==> src/common/periph_consts.svh <==
/*
 * Peripheral subsystem constants.
 * Bus widths, the device address map, register word offsets,
 * pin widths and the PWM channel count.
 */
`ifndef PERIPH_CONSTS_SVH
`define PERIPH_CONSTS_SVH

// Host bus widths.
`define PERIPH_ADDR_W 12
`define PERIPH_DATA_W 32
`define PERIPH_BE_W   4

// Word offset inside a device region, address bits 7..2.
`define PERIPH_OFF_W 6

// Device select field of the byte address.
`define PERIPH_DEV_MSB 9
`define PERIPH_DEV_LSB 8

// Device region bases.
`define GPIO_BASE  (`PERIPH_ADDR_W'('h000))
`define PWM_BASE   (`PERIPH_ADDR_W'('h100))
`define TIMER_BASE (`PERIPH_ADDR_W'('h200))

// Register word offsets.
`define GPIO_OUT_OFF    (`PERIPH_OFF_W'(0))
`define GPIO_IN_OFF     (`PERIPH_OFF_W'(1))
`define TIMER_MTIME_OFF (`PERIPH_OFF_W'(0))
`define TIMER_CMP_OFF   (`PERIPH_OFF_W'(1))
`define TIMER_CTRL_OFF  (`PERIPH_OFF_W'(2))

// Pins and PWM.
`define GPI_W     8
`define GPO_W     8
`define PWM_CH    4
`define PWM_CTR_W 8

`endif

==> src/common/periph_pkg.sv <==
/*
 * Peripheral subsystem package.
 * Sequencer state and decoded device types, plus the byte-lane
 * merge shared by the register blocks.
 */
package periph_pkg;

  `include "periph_consts.svh"

  // Access sequencer states.
  typedef enum logic [1:0] {
    ST_IDLE   = 2'd0,
    ST_ACCESS = 2'd1,
    ST_RESP   = 2'd2
  } state_e;

  // Decoded target of a host access.
  typedef enum logic [1:0] {
    DEV_GPIO  = 2'd0,
    DEV_PWM   = 2'd1,
    DEV_TIMER = 2'd2,
    DEV_NONE  = 2'd3
  } device_e;

  // Replace the byte lanes of old_v selected by be with new_v.
  function automatic logic [`PERIPH_DATA_W-1:0] apply_be(
    input logic [`PERIPH_DATA_W-1:0] old_v,
    input logic [`PERIPH_DATA_W-1:0] new_v,
    input logic [`PERIPH_BE_W-1:0]   be
  );
    logic [`PERIPH_DATA_W-1:0] res;
    res = old_v;
    for (int b = 0; b < `PERIPH_BE_W; b++) begin
      if (be[b]) res[b*8 +: 8] = new_v[b*8 +: 8];
    end
    return res;
  endfunction

endpackage

==> src/source/bus_ctrl.sv <==
/*
 * Access sequencer for the peripheral bus.
 * Grants one host request at a time, decodes the target device,
 * strobes it for one cycle and returns a single response beat.
 */
`timescale 1ns/1ps

`include "periph_consts.svh"

module bus_ctrl (
  input  logic                      clk_sys_i,
  input  logic                      rst_n_i,

  input  logic                      req_i,
  input  logic                      we_i,
  input  logic [`PERIPH_ADDR_W-1:0] addr_i,
  input  logic [`PERIPH_BE_W-1:0]   be_i,
  input  logic [`PERIPH_DATA_W-1:0] wdata_i,
  output logic                      gnt_o,
  output logic                      rvalid_o,
  output logic [`PERIPH_DATA_W-1:0] rdata_o,
  output logic                      err_o,

  output logic                      gpio_req_o,
  output logic                      pwm_req_o,
  output logic                      timer_req_o,
  output logic                      dev_we_o,
  output logic [`PERIPH_OFF_W-1:0]  dev_off_o,
  output logic [`PERIPH_BE_W-1:0]   dev_be_o,
  output logic [`PERIPH_DATA_W-1:0] dev_wdata_o,
  input  logic [`PERIPH_DATA_W-1:0] gpio_rdata_i,
  input  logic [`PERIPH_DATA_W-1:0] pwm_rdata_i,
  input  logic [`PERIPH_DATA_W-1:0] timer_rdata_i
);
  import periph_pkg::*;

  localparam logic [`PERIPH_ADDR_W-1:0] GpioBase  = `GPIO_BASE;
  localparam logic [`PERIPH_ADDR_W-1:0] PwmBase   = `PWM_BASE;
  localparam logic [`PERIPH_ADDR_W-1:0] TimerBase = `TIMER_BASE;

  state_e  state_q, state_d;
  device_e dev_d, dev_q;
  logic    accept;

  logic                      we_q;
  logic [`PERIPH_OFF_W-1:0]  off_q;
  logic [`PERIPH_BE_W-1:0]   be_q;
  logic [`PERIPH_DATA_W-1:0] wdata_q;

  ////////////////////////////////////////
  // Address decode and sequencing
  ////////////////////////////////////////

  always_comb begin
    dev_d = DEV_NONE;
    if (!(|addr_i[`PERIPH_ADDR_W-1:`PERIPH_DEV_MSB+1])) begin
      case (addr_i[`PERIPH_DEV_MSB:`PERIPH_DEV_LSB])
        GpioBase[`PERIPH_DEV_MSB:`PERIPH_DEV_LSB]:  dev_d = DEV_GPIO;
        PwmBase[`PERIPH_DEV_MSB:`PERIPH_DEV_LSB]:   dev_d = DEV_PWM;
        TimerBase[`PERIPH_DEV_MSB:`PERIPH_DEV_LSB]: dev_d = DEV_TIMER;
        default:                                    dev_d = DEV_NONE;
      endcase
    end
  end

  assign gnt_o  = (state_q == ST_IDLE);
  assign accept = req_i & gnt_o;

  always_comb begin
    state_d = state_q;
    case (state_q)
      ST_IDLE:   if (req_i) state_d = ST_ACCESS;
      ST_ACCESS: state_d = ST_RESP;
      ST_RESP:   state_d = ST_IDLE;
      default:   state_d = ST_IDLE;
    endcase
  end

  always_ff @(posedge clk_sys_i) begin
    if (!rst_n_i) begin
      state_q <= ST_IDLE;
      dev_q   <= DEV_NONE;
    end else begin
      state_q <= state_d;
      if (accept) dev_q <= dev_d;
    end
  end

  // Request payload, captured at acceptance.
  always_ff @(posedge clk_sys_i) begin
    if (accept) begin
      we_q    <= we_i;
      off_q   <= addr_i[`PERIPH_OFF_W+1:2];
      be_q    <= be_i;
      wdata_q <= wdata_i;
    end
  end

  ////////////////////////////////////////
  // Device strobes and response
  ////////////////////////////////////////

  assign gpio_req_o  = (state_q == ST_ACCESS) && (dev_q == DEV_GPIO);
  assign pwm_req_o   = (state_q == ST_ACCESS) && (dev_q == DEV_PWM);
  assign timer_req_o = (state_q == ST_ACCESS) && (dev_q == DEV_TIMER);
  assign dev_we_o    = we_q;
  assign dev_off_o   = off_q;
  assign dev_be_o    = be_q;
  assign dev_wdata_o = wdata_q;

  assign rvalid_o = (state_q == ST_RESP);
  assign err_o    = (state_q == ST_RESP) && (dev_q == DEV_NONE);

  // Writes and unmapped accesses return zero.
  always_comb begin
    rdata_o = '0;
    if (rvalid_o && !we_q) begin
      case (dev_q)
        DEV_GPIO:  rdata_o = gpio_rdata_i;
        DEV_PWM:   rdata_o = pwm_rdata_i;
        DEV_TIMER: rdata_o = timer_rdata_i;
        default:   rdata_o = '0;
      endcase
    end
  end

  // Only one device is addressed per access.
  a_one_strobe: assert property (@(posedge clk_sys_i) disable iff (!rst_n_i)
    $onehot0({gpio_req_o, pwm_req_o, timer_req_o}));

  a_no_gnt_in_resp: assert property (@(posedge clk_sys_i) disable iff (!rst_n_i)
    !(rvalid_o && gnt_o));

endmodule

==> src/source/gpio.sv <==
/*
 * GPIO block.
 * Byte-writable output register and a two-flop synchronized
 * input register, both readable over the device port.
 */
`timescale 1ns/1ps

`include "periph_consts.svh"

module gpio (
  input  logic                      clk_sys_i,
  input  logic                      rst_n_i,
  input  logic                      req_i,
  input  logic                      we_i,
  input  logic [`PERIPH_OFF_W-1:0]  off_i,
  input  logic [`PERIPH_BE_W-1:0]   be_i,
  input  logic [`PERIPH_DATA_W-1:0] wdata_i,
  output logic [`PERIPH_DATA_W-1:0] rdata_o,
  input  logic [`GPI_W-1:0]         gp_i,
  output logic [`GPO_W-1:0]         gp_o
);
  import periph_pkg::*;

  logic [`GPI_W-1:0]         gpi_meta_q;
  logic [`GPI_W-1:0]         gpi_sync_q;
  logic [`PERIPH_DATA_W-1:0] gpo_merged;

  assign gpo_merged = apply_be(`PERIPH_DATA_W'(gp_o), wdata_i, be_i);

  // Output register and input synchronizer.
  always_ff @(posedge clk_sys_i) begin
    if (!rst_n_i) begin
      gp_o       <= '0;
      gpi_meta_q <= '0;
      gpi_sync_q <= '0;
    end else begin
      gpi_meta_q <= gp_i;
      gpi_sync_q <= gpi_meta_q;
      if (req_i && we_i && (off_i == `GPIO_OUT_OFF)) begin
        gp_o <= gpo_merged[`GPO_W-1:0];
      end
    end
  end

  // Registered read.
  always_ff @(posedge clk_sys_i) begin
    if (req_i && !we_i) begin
      case (off_i)
        `GPIO_OUT_OFF: rdata_o <= `PERIPH_DATA_W'(gp_o);
        `GPIO_IN_OFF:  rdata_o <= `PERIPH_DATA_W'(gpi_sync_q);
        default:       rdata_o <= '0;
      endcase
    end
  end

endmodule

==> src/timer/periph_timer.sv <==
/*
 * Machine timer.
 * Free-running 64-bit style mtime counter cut to the bus width,
 * with a compare register, an enable bit and a level interrupt
 * raised while mtime has reached mtimecmp.
 */
`timescale 1ns/1ps

`include "periph_consts.svh"

module periph_timer (
  input  logic                      clk_sys_i,
  input  logic                      rst_n_i,
  input  logic                      req_i,
  input  logic                      we_i,
  input  logic [`PERIPH_OFF_W-1:0]  off_i,
  input  logic [`PERIPH_BE_W-1:0]   be_i,
  input  logic [`PERIPH_DATA_W-1:0] wdata_i,
  output logic [`PERIPH_DATA_W-1:0] rdata_o,
  output logic                      irq_o
);
  import periph_pkg::*;

  logic [`PERIPH_DATA_W-1:0] mtime_q, mtime_d;
  logic [`PERIPH_DATA_W-1:0] cmp_q, cmp_d;
  logic                      en_q, en_d;
  logic                      wr;

  assign wr = req_i & we_i;

  ////////////////////////////////////////
  // Next-state logic
  ////////////////////////////////////////

  always_comb begin
    mtime_d = en_q ? mtime_q + 1'b1 : mtime_q;
    cmp_d   = cmp_q;
    en_d    = en_q;
    if (wr) begin
      case (off_i)
        // Write wins over the increment.
        `TIMER_MTIME_OFF: mtime_d = apply_be(mtime_q, wdata_i, be_i);
        `TIMER_CMP_OFF:   cmp_d   = apply_be(cmp_q, wdata_i, be_i);
        `TIMER_CTRL_OFF:  if (be_i[0]) en_d = wdata_i[0];
        default: ;
      endcase
    end
  end

  // Interrupt uses next values so it tracks the enable exactly.
  always_ff @(posedge clk_sys_i) begin
    if (!rst_n_i) begin
      mtime_q <= '0;
      cmp_q   <= '1;
      en_q    <= 1'b0;
      irq_o   <= 1'b0;
    end else begin
      mtime_q <= mtime_d;
      cmp_q   <= cmp_d;
      en_q    <= en_d;
      irq_o   <= en_d && (mtime_d >= cmp_d);
    end
  end

  ////////////////////////////////////////
  // Register read
  ////////////////////////////////////////

  always_ff @(posedge clk_sys_i) begin
    if (req_i && !we_i) begin
      case (off_i)
        `TIMER_MTIME_OFF: rdata_o <= mtime_q;
        `TIMER_CMP_OFF:   rdata_o <= cmp_q;
        `TIMER_CTRL_OFF:  rdata_o <= `PERIPH_DATA_W'(en_q);
        default:          rdata_o <= '0;
      endcase
    end
  end

  a_irq_needs_en: assert property (@(posedge clk_sys_i) disable iff (!rst_n_i)
    irq_o |-> en_q);

endmodule

==> src/pwm/pwm_bank.sv <==
/*
 * PWM channel bank.
 * One 8-bit duty register per channel against a shared free-running
 * phase counter; a channel is high while phase < duty.
 */
`timescale 1ns/1ps

`include "periph_consts.svh"

module pwm_bank (
  input  logic                      clk_sys_i,
  input  logic                      rst_n_i,
  input  logic                      req_i,
  input  logic                      we_i,
  input  logic [`PERIPH_OFF_W-1:0]  off_i,
  input  logic [`PERIPH_BE_W-1:0]   be_i,
  input  logic [`PERIPH_DATA_W-1:0] wdata_i,
  output logic [`PERIPH_DATA_W-1:0] rdata_o,
  output logic [`PWM_CH-1:0]        pwm_o
);

  logic [`PWM_CTR_W-1:0] phase_q;
  logic [`PWM_CTR_W-1:0] duty_q [`PWM_CH];

  // Phase counter, duty registers and output compare.
  always_ff @(posedge clk_sys_i) begin
    if (!rst_n_i) begin
      phase_q <= '0;
      pwm_o   <= '0;
      for (int i = 0; i < `PWM_CH; i++) begin
        duty_q[i] <= '0;
      end
    end else begin
      phase_q <= phase_q + 1'b1;
      for (int i = 0; i < `PWM_CH; i++) begin
        pwm_o[i] <= (phase_q < duty_q[i]);
        // Duty lives in byte lane 0.
        if (req_i && we_i && be_i[0] && (off_i == `PERIPH_OFF_W'(i))) begin
          duty_q[i] <= wdata_i[`PWM_CTR_W-1:0];
        end
      end
    end
  end

  ////////////////////////////////////////
  // Register read
  ////////////////////////////////////////

  // Offsets past the last channel read zero.
  always_ff @(posedge clk_sys_i) begin
    if (req_i && !we_i) begin
      rdata_o <= '0;
      for (int i = 0; i < `PWM_CH; i++) begin
        if (off_i == `PERIPH_OFF_W'(i)) begin
          rdata_o <= `PERIPH_DATA_W'(duty_q[i]);
        end
      end
    end
  end

endmodule

==> src/source/sonata_periph.sv <==
/*
 * Sonata peripheral subsystem top level.
 * Host req/gnt/rvalid port in front of the access sequencer,
 * which drives the GPIO, PWM and timer blocks.
 */
`timescale 1ns/1ps

`include "periph_consts.svh"

module sonata_periph (
  input  logic                      clk_sys_i,
  input  logic                      rst_n_i,

  // Host port.
  input  logic                      req_i,
  input  logic                      we_i,
  input  logic [`PERIPH_ADDR_W-1:0] addr_i,
  input  logic [`PERIPH_BE_W-1:0]   be_i,
  input  logic [`PERIPH_DATA_W-1:0] wdata_i,
  output logic                      gnt_o,
  output logic                      rvalid_o,
  output logic [`PERIPH_DATA_W-1:0] rdata_o,
  output logic                      err_o,

  // Pins.
  input  logic [`GPI_W-1:0]         gp_i,
  output logic [`GPO_W-1:0]         gp_o,
  output logic [`PWM_CH-1:0]        pwm_o,
  output logic                      timer_irq_o
);

  logic                      gpio_req;
  logic                      pwm_req;
  logic                      timer_req;
  logic                      dev_we;
  logic [`PERIPH_OFF_W-1:0]  dev_off;
  logic [`PERIPH_BE_W-1:0]   dev_be;
  logic [`PERIPH_DATA_W-1:0] dev_wdata;
  logic [`PERIPH_DATA_W-1:0] gpio_rdata;
  logic [`PERIPH_DATA_W-1:0] pwm_rdata;
  logic [`PERIPH_DATA_W-1:0] timer_rdata;

  bus_ctrl u_bus_ctrl (
    .clk_sys_i    (clk_sys_i),
    .rst_n_i      (rst_n_i),
    .req_i        (req_i),
    .we_i         (we_i),
    .addr_i       (addr_i),
    .be_i         (be_i),
    .wdata_i      (wdata_i),
    .gnt_o        (gnt_o),
    .rvalid_o     (rvalid_o),
    .rdata_o      (rdata_o),
    .err_o        (err_o),
    .gpio_req_o   (gpio_req),
    .pwm_req_o    (pwm_req),
    .timer_req_o  (timer_req),
    .dev_we_o     (dev_we),
    .dev_off_o    (dev_off),
    .dev_be_o     (dev_be),
    .dev_wdata_o  (dev_wdata),
    .gpio_rdata_i (gpio_rdata),
    .pwm_rdata_i  (pwm_rdata),
    .timer_rdata_i(timer_rdata)
  );

  gpio u_gpio (
    .clk_sys_i(clk_sys_i),
    .rst_n_i  (rst_n_i),
    .req_i    (gpio_req),
    .we_i     (dev_we),
    .off_i    (dev_off),
    .be_i     (dev_be),
    .wdata_i  (dev_wdata),
    .rdata_o  (gpio_rdata),
    .gp_i     (gp_i),
    .gp_o     (gp_o)
  );

  pwm_bank u_pwm (
    .clk_sys_i(clk_sys_i),
    .rst_n_i  (rst_n_i),
    .req_i    (pwm_req),
    .we_i     (dev_we),
    .off_i    (dev_off),
    .be_i     (dev_be),
    .wdata_i  (dev_wdata),
    .rdata_o  (pwm_rdata),
    .pwm_o    (pwm_o)
  );

  periph_timer u_timer (
    .clk_sys_i(clk_sys_i),
    .rst_n_i  (rst_n_i),
    .req_i    (timer_req),
    .we_i     (dev_we),
    .off_i    (dev_off),
    .be_i     (dev_be),
    .wdata_i  (dev_wdata),
    .rdata_o  (timer_rdata),
    .irq_o    (timer_irq_o)
  );

endmodule

==> config.mk <==
export PLATFORM = sky130hd
export DESIGN_NAME = sonata_periph
export DESIGN_NICKNAME = d
export VERILOG_FILES = /design/src/common/periph_pkg.sv /design/src/source/bus_ctrl.sv /design/src/source/gpio.sv /design/src/timer/periph_timer.sv /design/src/pwm/pwm_bank.sv /design/src/source/sonata_periph.sv
export VERILOG_INCLUDE_DIRS = /design/src /design/src/common
export SDC_FILE = /design/constraint.sdc
export NUM_CORES = 1
export LEC_CHECK = 0
export BUFFER_PORTS_ARGS = -buffer_cell sky130_fd_sc_hd__buf_4
export CORE_UTILIZATION = 65
export CTS_BUF_LIST = sky130_fd_sc_hd__clkbuf_4
export DETAILED_ROUTE_END_ITERATION = 6
export HOLD_SLACK_MARGIN = 0.1
export PLACE_DENSITY = 0.86
export SLEW_MARGIN = 25
export SYNTH_ARGS = -nofsm -noshare
export SYNTH_HDL_FRONTEND = slang
export SYNTH_HIERARCHICAL = 1
export SYNTH_SLANG_ARGS = --single-unit
==> constraint.sdc <==
create_clock -name clk_sys_i -period 5.5 [get_ports clk_sys_i]
set_input_delay 1.1 -clock clk_sys_i [delete_from_list [all_inputs] [get_ports clk_sys_i]]
set_output_delay 1.1 -clock clk_sys_i [all_outputs]
set_load 0.1 [all_outputs]
### Yosys cells after proc, flatten, opt, wreduce, memory -nomap -nowiden

Memory sizes are Yosys's and may differ from the RTL's.
Cells that the tools add are included.

| storage, ports and cells | value |
|---|---|
| bits in writable memories | 32 |
| memories | 1 |
| register bits after elaboration | 245 |

Memories:

| memory | depth | bits a word | read ports | clocked after Yosys merged registers in | write ports | line | RTL |
|---|---|---|---|---|---|---|---|
| u_pwm.duty_q | 4 | 8 | 4 | 0 | 4 | pwm_bank.sv:23 | `` logic [`PWM_CTR_W-1:0] duty_q [`PWM_CH]; `` |

| cells by class | value |
|---|---|
| reduce and logical (&&, ||, !) cells | 25 |
| bitwise logic cells | 6 |
| add/subtract/negate cells | 2 |
| muxes and demuxes | 45 |
| equality and inequality tests | 11 |
| magnitude comparators | 5 |

Operators with widths:

| kind | count |
|---|---|
| two-way mux 32 bit | 6 |
| case mux 32 bit (3 select lines) | 2 |
| two-way mux 8 bit | 16 |
| adder 32 x 1 -> 32 bit (second input constant) | 1 |
| >= comparator 32 bit | 1 |
| less-than comparator 8 bit | 4 |
| logical AND 1 bit | 17 |
| two-way mux 1 bit | 16 |
| case mux 8 bit (2 select lines) | 1 |
| equality test 6 x 2 -> 1 bit (second input constant) | 2 |
| adder 8 x 1 -> 8 bit (second input constant) | 1 |
| equality test 2 bit (second input constant) | 4 |
| equality test 2 x 1 -> 1 bit (second input constant) | 3 |
| equality test 6 x 1 -> 1 bit (second input constant) | 1 |
| zero test 2 bit | 3 |
| zero test 6 bit | 1 |
| case mux 2 bit (3 select lines) | 1 |
| two-way mux 2 bit | 2 |
| OR 1 bit | 4 |
| case mux 2 bit (2 select lines) | 1 |
| OR reduction 3 bit | 1 |
| AND 1 bit | 2 |
| != test 2 bit (second input constant) | 1 |
| AND reduction 2 bit | 1 |
| other kinds (2) | 2 |

### Longest topological paths before layout

Gate-level depths: netlist of the first run.

| depth | value |
|---|---|
| depth in word-level cells | 9 |
| mapped depth | 17 |
| mapped depth without buffers | 13 |

### By module

Netlist of the first run, hierarchy kept.

Modules (own cells, without submodules):

| module | sequential area each (µm²) | area each (µm²) | cells an instance | times used |
|---|---|---|---|---|
| periph_timer | 2282.2 | 5654.2 | 597 | 1 |
| pwm_bank | 1441.4 | 2972.9 | 272 | 1 |
| bus_ctrl | 1371.3 | 2458.6 | 147 | 1 |
| gpio | 720.7 | 1287.5 | 114 | 1 |

### Worst setup path after synthesis of the first run

Ideal clock, no wire load.

| path | value |
|---|---|
| kind | register to output |
| start point | reg u_bus_ctrl.state_q[1] |
| end point | out err_o |
| slack | 1.930 ns |
| buffers on the path | 0 |
| cell stages (with the launch flop) | 3 |
| data required time | 4.400 ns |
| arrival | 2.470 ns |
| path through | dfxtp_1 > nor2b_1 > and3_2 |

| between the ends | value |
|---|---|
| word-level cells in the longest chain between the ends | 2 |

RTL lines:

| item | line | RTL |
|---|---|---|
| start, declared | bus_ctrl.sv:41 | `state_e state_q, state_d;` |
| start signal, assigned | bus_ctrl.sv:84 | `state_q <= state_d;` |
| equality test 2 bit | -- |  |
| net rvalid_o | sonata_periph.sv:21 | `output logic rvalid_o,` |
| logical AND 1 bit | bus_ctrl.sv:112 | `assign err_o = (state_q == ST_RESP) && (dev_q == DEV_NONE);` |
| end, declared | sonata_periph.sv:23 | `output logic err_o,` |

The timed path passes the listed nets, and every way through them passes these cells.

### Worst setup path in the final report of the first run

| path | value |
|---|---|
| start point | reg u_bus_ctrl.state_q[0] |
| end point | reg u_timer.irq_o |

| between the ends | value |
|---|---|
| word-level cells in the longest chain between the ends | 6 |

RTL lines:

| item | line | RTL |
|---|---|---|
| equality test 2 x 1 -> 1 bit | bus_ctrl.sv:105 | `assign timer_req_o = (state_q == ST_ACCESS) && (dev_q == DEV_TIMER);` |
| logical AND 1 bit | bus_ctrl.sv:105 |  |
| net timer_req | sonata_periph.sv:34 | `logic timer_req;` |
| AND 1 bit | periph_timer.sv:29 | `assign wr = req_i & we_i;` |
| two-way mux 32 bit | periph_timer.sv:39 | `if (wr) begin` |
| net u_timer.mtime_d[24] | periph_timer.sv:24 | `` logic [`PERIPH_DATA_W-1:0] mtime_q, mtime_d; `` |
| >= comparator 32 bit | periph_timer.sv:61 | `irq_o <= en_d && (mtime_d >= cmp_d);` |
| logical AND 1 bit | periph_timer.sv:61 |  |
| end signal, assigned | periph_timer.sv:61 |  |
| end, declared | periph_timer.sv:20 | `output logic irq_o` |

The timed path passes the listed nets, and every way through them passes these cells.
A chain may end at the register's enable or synchronous reset.

==> results of run 1 <==
-- area by class of cell --
| cell class | instances | area, µm² |
|---|---|---|
| inverters | 47 | 178 |
| clock inverters | 29 | 175 |
| multi-input cells | 800 | 5870 |
| flip-flops and latches | 229 | 5820 |
| diodes | 1 | 2.50 |
| clock buffers | 80 | 601 |
| well taps | 234 | 293 |
| repair buffers | 113 | 848 |
| fillers | 1273 | 4920 |
-- stage by stage --
stage / cell area (µm²) / std cells
3_5_place_dp: 13000 / 1423
5_1_grt: 13800 / 1533
3_3_place_gp: 13000 / 1423
2_1_floorplan: 12500 / 1176
6_report: 13800 / 1533
4_1_cts: 13800 / 1532
-- registers in the layout, summed over array words and instances, names as in the netlist --
signal / count
u_bus_ctrl/state_q: 2
u_bus_ctrl/dev_wdata_o: 32
u_bus_ctrl/dev_be_o: 4
u_timer/irq_o: 1
u_pwm/rdata_o: 8
u_pwm/duty_q: 32
u_pwm/phase_q: 8
u_timer/cmp_q: 32
u_bus_ctrl/dev_off_o: 6
u_timer/en_q: 1
u_pwm/pwm_o: 4
u_gpio/gpi_sync_q: 8
u_timer/mtime_q: 32
u_gpio/gp_o: 8
u_bus_ctrl/dev_q: 2
u_timer/rdata_o: 32
u_bus_ctrl/dev_we_o: 1
u_gpio/rdata_o: 8
u_gpio/gpi_meta_q: 8
-- Yosys cell counts, types with 14 or more instances --
library cell    n
edfxtp_1      123
dfxtp_1       106
nor2_1        104
nand2_1        89
mux2i_1        76
ha_1           62
buf_4          54
inv_1          44
nand3_1        37
and2_1         32
a21oi_1        28
nand4_1        28
a32o_1         27
mux2_4         26
clkbuf_1       19
o21ai_0        19
nor2b_1        15
nor3_1         15
and3_1         14
-- worst max-delay path, cell delays in order (launching register included) --
cell	delay, ns
dfxtp_1	0.50
nand2b_1	0.20
nor3b_2	0.34
and2_0	0.42
nand3_1	0.47
and4_1	0.43
a211oi_1	0.30
nor3_1	0.09
ha_1	0.28
nand4_1	0.11
nor4_1	0.48
a221oi_1	0.18
o211ai_1	0.16
a22o_1	0.18
-- worst min-delay path by stage --
stage,startpoint,end,cells past startpoint
after floorplan,u_gpio/gpi_meta_q[0]$_SDFF_PN0_,u_gpio/gpi_sync_q[0]$_SDFF_PN0_,1
after global routing,u_gpio/gpi_meta_q[7]$_SDFF_PN0_,u_gpio/gpi_sync_q[7]$_SDFF_PN0_,1
final,u_gpio/gpi_meta_q[1]$_SDFF_PN0_,u_gpio/gpi_sync_q[1]$_SDFF_PN0_,1
after detailed placement,u_gpio/gpi_meta_q[4]$_SDFF_PN0_,u_gpio/gpi_sync_q[4]$_SDFF_PN0_,1
after global placement,u_gpio/gpi_meta_q[7]$_SDFF_PN0_,u_gpio/gpi_sync_q[7]$_SDFF_PN0_,1
after CTS,u_gpio/gpi_meta_q[1]$_SDFF_PN0_,u_gpio/gpi_sync_q[1]$_SDFF_PN0_,1
-- routing by layer --
metal  global-route usage  vias up  part of all wire
li1                     -     4375                 -
met1                0.386     4486              0.42
met2                0.471      435              0.47
met3               0.0591       62             0.089
met4                0.108        0             0.024
met5                    0        -                 0
-- cells by family (layout without fill, tap and decap cells) --
| family | after synthesis | count (layout) | synth area share |
|---|---|---|---|
| AO/OA/AOI/OAI | 169 | 169 | 0.107 |
| XOR/XNOR | 6 | 6 | 0.00425 |
| adder cells (fa/ha/maj) | 62 | 62 | 0.0627 |
| buffers and inverters | 147 | 269 | 0.0702 |
| flip-flops | 229 | 229 | 0.470 |
| multiplexers | 120 | 120 | 0.117 |
| other | 2 | 49 | 0.000607 |
| AND/OR/NAND/NOR | 395 | 395 | 0.169 |
-- power groups by stage --
stage	Clock [µW]	Combinational, µW	Sequential, µW
2_1_floorplan	0	174	1920
3_3_place_gp	0	230	1920
6_report	1470	239	1890
3_5_place_dp	0	235	1920
5_1_grt	1580	256	1890
4_1_cts	1500	237	1880
==> run metrics, run 1 <==
async set-reset flop share out of synthesis 0; Hold Worst Slack 0.424 ns; Arrival @ worst endpoint 4.84 ns; leak pwr 0.00561 µW; Clk Latency, worst-skew pair 0.68 ns; Worst Skew 0.0578 ns; Synth Cell Area 12,400 µm²; core area 18,700 µm²; Post-CTS Resized 0; Boundary Pins 108; crit path capture type register; global route overflow 0; TritonCTS clock tree yes; Max-Cap Viols 0; GRT Util Overall 0.290; commonest cells after routing, fill and taps aside edfxtp_1, buf_4, dfxtp_1; crit path from u_bus_ctrl/state_q[0]$_SDFFE_PN0P_; initial antenna violation count 1; setup repair after global routing missed its margin false; post-layout util 0.737; Post-DRT Antenna Nets 0; synth warn 6; setup bufs post-CTS 0; PortBufs 105; Synth area leaders edfxtp_1, dfxtp_1, ha_1; routed len/inst 18.5 µm; clock share of power 0.408; Cell Int Power 2720 µW; combinational fraction of design power 0.067; Rows 50; CTS Buf Count 58; Rel. slew slack 0.285; total iterations of the first detailed-routing run 5; RR Endpoint u_timer/irq_o$_SDFF_PN0_; depth of the CTS H-tree 2; final wirelength 28.4 mm; die width 140 µm; Crit Path Category reg -> reg; Worst Path Required 6.09 ns; CP Max Fanout 14; net switching power 870 µW; Die ar. 19,600 µm²; final hold violation count 0; total negative slack 0 ns; FF-to-FF Start u_bus_ctrl/state_q[0]$_SDFFE_PN0P_; flops & latches, synth 229; post-synthesis sequential area ratio 0.470; synth unique cells 91; Synth Flop Type edfxtp_1; EDFF count, synth 123; fmax 236 MHz; crit path time final 4.25 ns; power density cells 260 nW/µm²; clock sinks 229; Die H 140 µm; Peak VDD IR 252 µV; 1st-iter DRT viols 987; drt drc 0; Initial Utilization 0.661; syn avg cell area 10.9 µm²; Area Growth Syn to Fin 11.4%; hold_buf cts 0; Syn Inst Count 1,130; Seq pwr share 0.525; commonest non-fill, non-tap cell in the layout edfxtp_1; Setup crit start kind register; leading area contributor after synthesis edfxtp_1; worst slew pin tran 1.06 ns; switching share of power 0.242; status complete, no violations; Worst R2R Setup Slack 1.25 ns; global placement routability congestion 0.894; nets 1,371; hpwl dp 20.2 mm; Hold Crit Class reg -> reg; Clock Tree Root clkbuf_4; DP Worst Slack 1.43 ns; Synth top area share 0.299; post-route setup slack 1.25 ns; final setup vio count 0; vias in the first global route 8,938; vias per cell 6.10; layout cells sized above 1 0.227; DR vias 9,358; global-route wire length before repair 44.9 mm; CTS max path bufs 3; r2r worst-path depth 13; total power 3590 µW; final slew viol count 0; largest net degree at the start of global routing 57; fin crit share 0.772; clock-pin slew on the worst setup and hold paths 0.07 ns; end of the critical path u_timer/irq_o$_SDFF_PN0_
(Power assumes the default switching activity.)
==> run 2: changes to the inputs <==
--- a/config.mk
+++ b/config.mk
@@ -7,11 +7,11 @@
 export NUM_CORES = 1
 export LEC_CHECK = 0
 export BUFFER_PORTS_ARGS = -buffer_cell sky130_fd_sc_hd__buf_4
-export CORE_UTILIZATION = 65
+export CORE_UTILIZATION = 56
 export CTS_BUF_LIST = sky130_fd_sc_hd__clkbuf_4
 export DETAILED_ROUTE_END_ITERATION = 6
 export HOLD_SLACK_MARGIN = 0.1
-export PLACE_DENSITY = 0.86
+export PLACE_DENSITY = 0.79
 export SLEW_MARGIN = 25
 export SYNTH_ARGS = -nofsm -noshare
 export SYNTH_HDL_FRONTEND = slang
==> constraint.sdc (replaced) <==
create_clock -name clk_sys_i -period 3.6 [get_ports clk_sys_i]
set_input_delay 0.72 -clock clk_sys_i [delete_from_list [all_inputs] [get_ports clk_sys_i]]
set_output_delay 0.72 -clock clk_sys_i [all_outputs]
set_load 0.1 [all_outputs]
==> run 2 against run 1 <==
  * Combinational power up 62%
  * Setup slack worse by 1.2 ns
  * Sequential power rose by 52%
  * Critical path type unchanged
  * Critical endpoint unchanged
  * Largest cell class unchanged
==> run metrics, run 2 (synthesized netlist as in run 1, its figures left out) <==
Crit Path Category reg -> reg; Inst Count DP 1,500 (+5.4%); vias in the first global route 9,022 (+0.94%); Placed Area 13,300 µm² (+2.3%); layout cells sized above 1 0.263 (+0.0367); hold_buf cts 0 (unchanged); DR vias 9,343 (-0.16%); clock share of power 0.425 (+0.017); commonest cells after routing, fill and taps aside buf_4, edfxtp_1, dfxtp_1; total negative slack 0 ns (unchanged); Initial Utilization 0.569 (-0.0927); Boundary Pins 108 (unchanged); GRT Util Overall 0.266 (-0.0243); net switching power 1420 µW (+63%); leak pwr 0.00590 µW (+5.1%); Clock Tree Root clkbuf_4; global-route wire length before repair 46.3 mm (+3.3%); Peak VDD IR 228 µV (-9.5%); final slew viol count 0 (unchanged); crit path time final 3.51 ns (-0.730 ns); Max-Cap Viols 0 (unchanged); depth of the CTS H-tree 2 (unchanged); core area 21,800 µm² (+16%); Setup crit start kind register; 1st-iter DRT viols 650 (-34%); Rel. slew slack 0.455 (+0.169); power density cells 397 nW/µm² (+52%); worst slew pin tran 0.812 ns (-0.249 ns); crit path capture type register; total iterations of the first detailed-routing run 5 (unchanged); die width 151 µm (+7.6%); CTS max path bufs 3 (unchanged); combinational fraction of design power 0.068 (about the same); initial antenna violation count 0 (-1); r2r worst-path depth 14 (+1); Hold Worst Slack 0.177 ns (-0.247 ns); commonest non-fill, non-tap cell in the layout buf_4; total power 5670 µW (+58%); vias per cell 5.76 (-5.6%); nets 1,411 (+2.9%); CTS Buf Count 60 (+3.4%); Seq pwr share 0.506 (-0.019); Rows 54 (+8.0%); PortBufs 105 (unchanged); fmax 285 MHz (+21%); status complete, no violations; Worst Skew 0.0809 ns (+0.0231 ns); final wirelength 30.0 mm (+5.6%); drt drc 0 (unchanged); Cell Int Power 4260 µW (+56%); largest net degree at the start of global routing 65 (+14%); CP Max Fanout 10 (-4); Clk Latency, worst-skew pair 0.73 ns (+0.05 ns); routed len/inst 18.5 µm (-0.16%); Worst Path Required 4.19 ns (-1.90 ns); Post-DRT Antenna Nets 0 (unchanged); TritonCTS clock tree yes; clock-pin slew on the worst setup and hold paths 0.08 ns (about the same); Die ar. 22,700 µm² (+16%); Layout Cells excl Fill 1,621 (+5.7%); global placement routability congestion 0.885 (-0.96%); final setup vio count 0 (unchanged); Area Growth Syn to Fin 15.5%; antenna cell count 0 (-1); switching share of power 0.250 (+0.00745); final hold violation count 0 (unchanged); fin crit share 0.976 (+0.205); Hold Crit Class in -> reg; Arrival @ worst endpoint 4.10 ns (-0.74 ns); Hold Path Depth 1 (unchanged); hpwl dp 21.5 mm (+6.7%); global route overflow 0 (unchanged); Finished Cell Area 14,300 µm² (+3.7%); clock sinks 229 (unchanged); Die H 151 µm (+7.6%)
run 2: cell types whose count changed in the layout (fill, tap and decap cells not counted), sizes merged:
| cell | delta |
|---|---|
| buf | +38 |
| clkinv | +2 |
| inv | +2 |
| bufinv | +1 |
| diode | -1 |
run 2: through the flow:
stage / setup slack, ns / util
6_report: 0.0851 / 0.657
5_1_grt: -0.0304 / 0.657
4_1_cts: 0.0536 / 0.650
3_5_place_dp: 0.0775 / 0.612
3_3_place_gp: 0.183 / 0.612
2_1_floorplan: 0.405 / -
run 2: layer usage:
| metal | up-vias | share of wire | global-route usage | wire [µm] |
|---|---|---|---|---|
| met2 | 376 | 0.47 | 0.437 | 14200 |
| met3 | 63 | 0.077 | 0.0524 | 2300 |
| met1 | 4448 | 0.42 | 0.345 | 12700 |
| met4 | 0 | 0.027 | 0.106 | 799 |
| met5 | - | 0 | 0 | 0 |
| li1 | 4456 | - | - | - |
run 2: path summary, 6_finish.rpt:
| kind | from | endpoint | slack (ns) |
|---|---|---|---|
| setup / recovery | u_bus_ctrl/state_q[1]$_SDFFE_PN0P_ | u_timer/irq_o$_SDFF_PN0_ | 0.09 |
| hold / removal | addr_i[3] | u_bus_ctrl/dev_off_o[1]$_DFFE_PP_ | 0.18 |
| setup reg to reg | u_bus_ctrl/state_q[1]$_SDFFE_PN0P_ | u_timer/irq_o$_SDFF_PN0_ | 0.09 |
| hold reg to reg | u_gpio/gpi_meta_q[4]$_SDFF_PN0_ | u_gpio/gpi_sync_q[4]$_SDFF_PN0_ | 0.37 |
run 2: area by class of cell:
type                       count  area [µm²]
fill                        1688        7460
sequential                   229        5820
clock buffer                  80         601
clock inverter                34         234
timing repair buffer         151        1150
inverter                      47         176
tap                          280         350
multi-input combinational    800        5970
run 2: power by group through the flow:
stage,combinational (µW),clock [µW],sequential [µW]
6_report,388,2410,2870
5_1_grt,419,2590,2880
4_1_cts,383,2480,2870
3_5_place_dp,381,0,2930
3_3_place_gp,372,0,2930
2_1_floorplan,266,0,2930
run 2: worst max-delay path, stage by stage, from the launching register on:
cell	delay, ns
dfxtp_1	0.32
nand2b_1	0.19
nor3b_4	0.35
and2_2	0.27
nand3_1	0.19
buf_4	0.26
nand3_1	0.12
or3_1	0.14
nand3_1	0.08
ha_1	0.30
a21oi_1	0.17
o21ai_0	0.18
a221oi_1	0.33
o211ai_1	0.18
a22o_1	0.28
run 2: timing repair:
action / in CTS / in global routing
setup buffers: 0 / 7
gates resized for setup: 3 / 19
pin swaps: 0 / 3
endpoints found under the setup margin: 33 / 1
==> run 3: changes to the inputs <==
--- a/config.mk
+++ b/config.mk
@@ -7,11 +7,10 @@
 export NUM_CORES = 1
 export LEC_CHECK = 0
 export BUFFER_PORTS_ARGS = -buffer_cell sky130_fd_sc_hd__buf_4
-export CORE_UTILIZATION = 56
-export CTS_BUF_LIST = sky130_fd_sc_hd__clkbuf_4
+export CORE_UTILIZATION = 55
 export DETAILED_ROUTE_END_ITERATION = 6
 export HOLD_SLACK_MARGIN = 0.1
-export PLACE_DENSITY = 0.79
+export PLACE_DENSITY = 0.77
 export SLEW_MARGIN = 25
 export SYNTH_ARGS = -nofsm -noshare
 export SYNTH_HDL_FRONTEND = slang
==> run 3 against run 2 <==
  * Total power up 2.4%
  * Register-to-register slack better by 0.02 ns
  * Critical endpoint unchanged
  * Highest routed layer unchanged
  * Sequential power about the same
  * Clock-buffer cell count down 46
  * Fmax up 0.57%
  * Die area up 1.8%
  * Final cell count down 4.1%
  * Utilization down 0.79 points
  * Cell area down 0.28%
  * The run now ends with DRC left
==> run metrics, run 3 (synthesized netlist as in run 1, its figures left out) <==
status complete, but fails checks; failing checks DRC; DR vias 9,111 (-2.5%); global placement routability congestion 0.883 (-0.25%); Placed Area 13,300 µm² (+0.19%); cell family with most CP delay compound AO/OA/AOI/OAI gates; die width 152 µm (+0.89%); Setup crit start kind register; crit path time final 3.49 ns (-0.0200 ns); final wirelength 29.3 mm (-2.3%); nets 1,379 (-2.3%); CTS Buf Count 25 (-58%); vias in the first global route 8,807 (-2.4%); routed len/inst 18.8 µm (+1.8%); crit path capture type register; PortBufs 105 (unchanged); Finished Cell Area 14,300 µm² (-0.28%); Die ar. 23,100 µm² (+1.8%); hpwl dp 21.4 mm (-0.74%); r2r worst-path depth 15 (+1); slowest stage delay, CP 0.41 ns (+0.06 ns); Max-Cap Viols 0 (unchanged); core area 22,000 µm² (+0.93%); worst slew pin tran 0.919 ns (+0.107 ns); Rel. slew slack 0.383 (-0.0721); CP Max Fanout 6 (-4); Boundary Pins 108 (unchanged); layout cells sized above 1 0.230 (-0.0334); Hold Crit Class in -> reg; Hold Path Depth 1 (unchanged); post-route setup slack 0.105 ns (+0.0200 ns); Crit Path Category reg -> reg; DP Worst Slack 0.128 ns (+0.0501 ns); initial antenna violation count 0 (unchanged); fmax 286 MHz (+0.57%); final setup vio count 0 (unchanged); antenna cell count 0 (unchanged); Initial Utilization 0.563 (-0.00525); depth of the CTS H-tree 1 (-1); Worst path slowest cell a211oi_1; Clock Tree Root clkbuf_16; final hold violation count 0 (unchanged); commonest non-fill, non-tap cell in the layout buf_4; drt drc 12 (+12); GRT Util Overall 0.250 (-0.0156); Worst Skew 0.0305 ns (-0.0505 ns); commonest cells after routing, fill and taps aside buf_4, edfxtp_1, dfxtp_1; Crit. path cell count 15 (+1); total iterations of the first detailed-routing run 7 (+2); clock-pin slew on the worst setup and hold paths 0.07 ns (about the same); fin crit share 0.971 (-0.00556); final slew viol count 0 (unchanged); Clk Latency, worst-skew pair 0.53 ns (-0.20 ns); 1st-iter DRT viols 776 (+19%); power density cells 407 nW/µm² (+2.7%); CP cell instances nand2b_1 -> nor3b_2 -> buf_4 -> nand4bb_2 -> nor2_4 -> buf_4 -> nor3_1 -> a211oi_1 -> a211oi_1 -> ha_1 -> nand4_1 -> nor4_4 -> a221oi_1 -> o211ai_1 -> a22o_1; CTS max path bufs 3 (unchanged); Rows 54 (unchanged); worst path bufs/invs 2 (+1); vias per cell 5.86 (+1.7%); setup repair after global routing missed its margin false; Post-DRT Antenna Nets 0 (unchanged); FF/Latch Area 5820 µm² (unchanged); global route overflow 0 (unchanged); total negative slack 0 ns (unchanged); Die H 152 µm (+0.89%); largest net degree at the start of global routing 44 (-32%); filler instances 1,654 (-2.0%); area of the multi-input gates 5930 µm² (-0.63%); Worst Path Required 4.03 ns (-0.16 ns); Area Growth Syn to Fin 15.2%; TritonCTS clock tree yes; Peak VDD IR 319 µV (+40%); hold_buf cts 0 (unchanged); Arrival @ worst endpoint 3.92 ns (-0.18 ns); clock sinks 229 (unchanged); global-route wire length before repair 46.1 mm (-0.51%); leak pwr 0.00580 µW (-1.6%)
-- run 3: cell types whose count changed in the layout (fill, tap and decap cells not counted), moves of 2 or more --
cell,before,now
clkbuf_4,80,0
clkinv_2,11,3
clkbuf_16,0,25
mux2i_2,3,7
mux2i_1,73,69
a211oi_2,6,4
clkbuf_8,0,2
buf_4,150,153
clkinv_1,18,2
a211oi_1,9,11
clkbuf_1,0,7
-- run 3: through the flow --
step,instances,hold slack [ns],total power [µW],util
floorplan,1176,0.412,3190,-
global placement,1505,0.418,3300,0.607
detailed placement,1505,0.419,3310,0.607
CTS,1550,0.348,5830,0.644
global route,1555,0.349,5970,0.649
finish,1555,0.361,5810,0.649
-- run 3: path summary, 6_finish.rpt --
kind | slack, ns | to | startpoint
hold reg to reg | 0.43 | u_gpio/gpi_sync_q[6]$_SDFF_PN0_ | u_gpio/gpi_meta_q[6]$_SDFF_PN0_
setup / recovery | 0.11 | u_timer/irq_o$_SDFF_PN0_ | u_bus_ctrl/state_q[1]$_SDFFE_PN0P_
setup reg to reg | 0.11 | u_timer/irq_o$_SDFF_PN0_ | u_bus_ctrl/state_q[1]$_SDFFE_PN0P_
hold / removal | 0.36 | u_bus_ctrl/dev_be_o[3]$_DFFE_PP_ | be_i[3]
-- run 3: final cells by class --
cell class              count  area share
multi-input cells         800       0.416
clock inverters            11     0.00974
well taps                 280      0.0246
inverters                  47      0.0124
repair buffers            154      0.0814
flip-flops and latches    229       0.408
clock buffers              34      0.0477
-- run 3: worst register-to-register path: cells and delay by family (launching register included) --
family | cells | cell delay, ns
buffers and inverters | 2 | 0.31
DFF | 1 | 0.35
AOI/OAI and AO/OA | 5 | 1.27
and+or+nand+nor | 7 | 1.16
adders and majority gates | 1 | 0.34
-- run 3: what timing repair did --
item                       in CTS  in global routing
resized for setup               0                 16
setup endpoints to repair       0                  1
buffers inserted                0                  5
-- run 3: report_power, final --
| part | total (µW) | switching (µW) | internal, µW |
|---|---|---|---|
| Clock | 2550 | 1010 | 1540 |
| Combinational | 385 | 223 | 162 |
| Sequential | 2880 | 61.7 | 2820 |
| Total | 5810 | 1290 | 4510 |
-- run 3: metal layers --
layer,vias to the layer above,GRT usage,routed length [µm],share of wire
met3,63,0.0371,1870,0.064
met2,330,0.414,13500,0.46
met5,-,0,0,0
li1,4343,-,-,-
met1,4375,0.340,13000,0.44
met4,0,0.0797,875,0.030
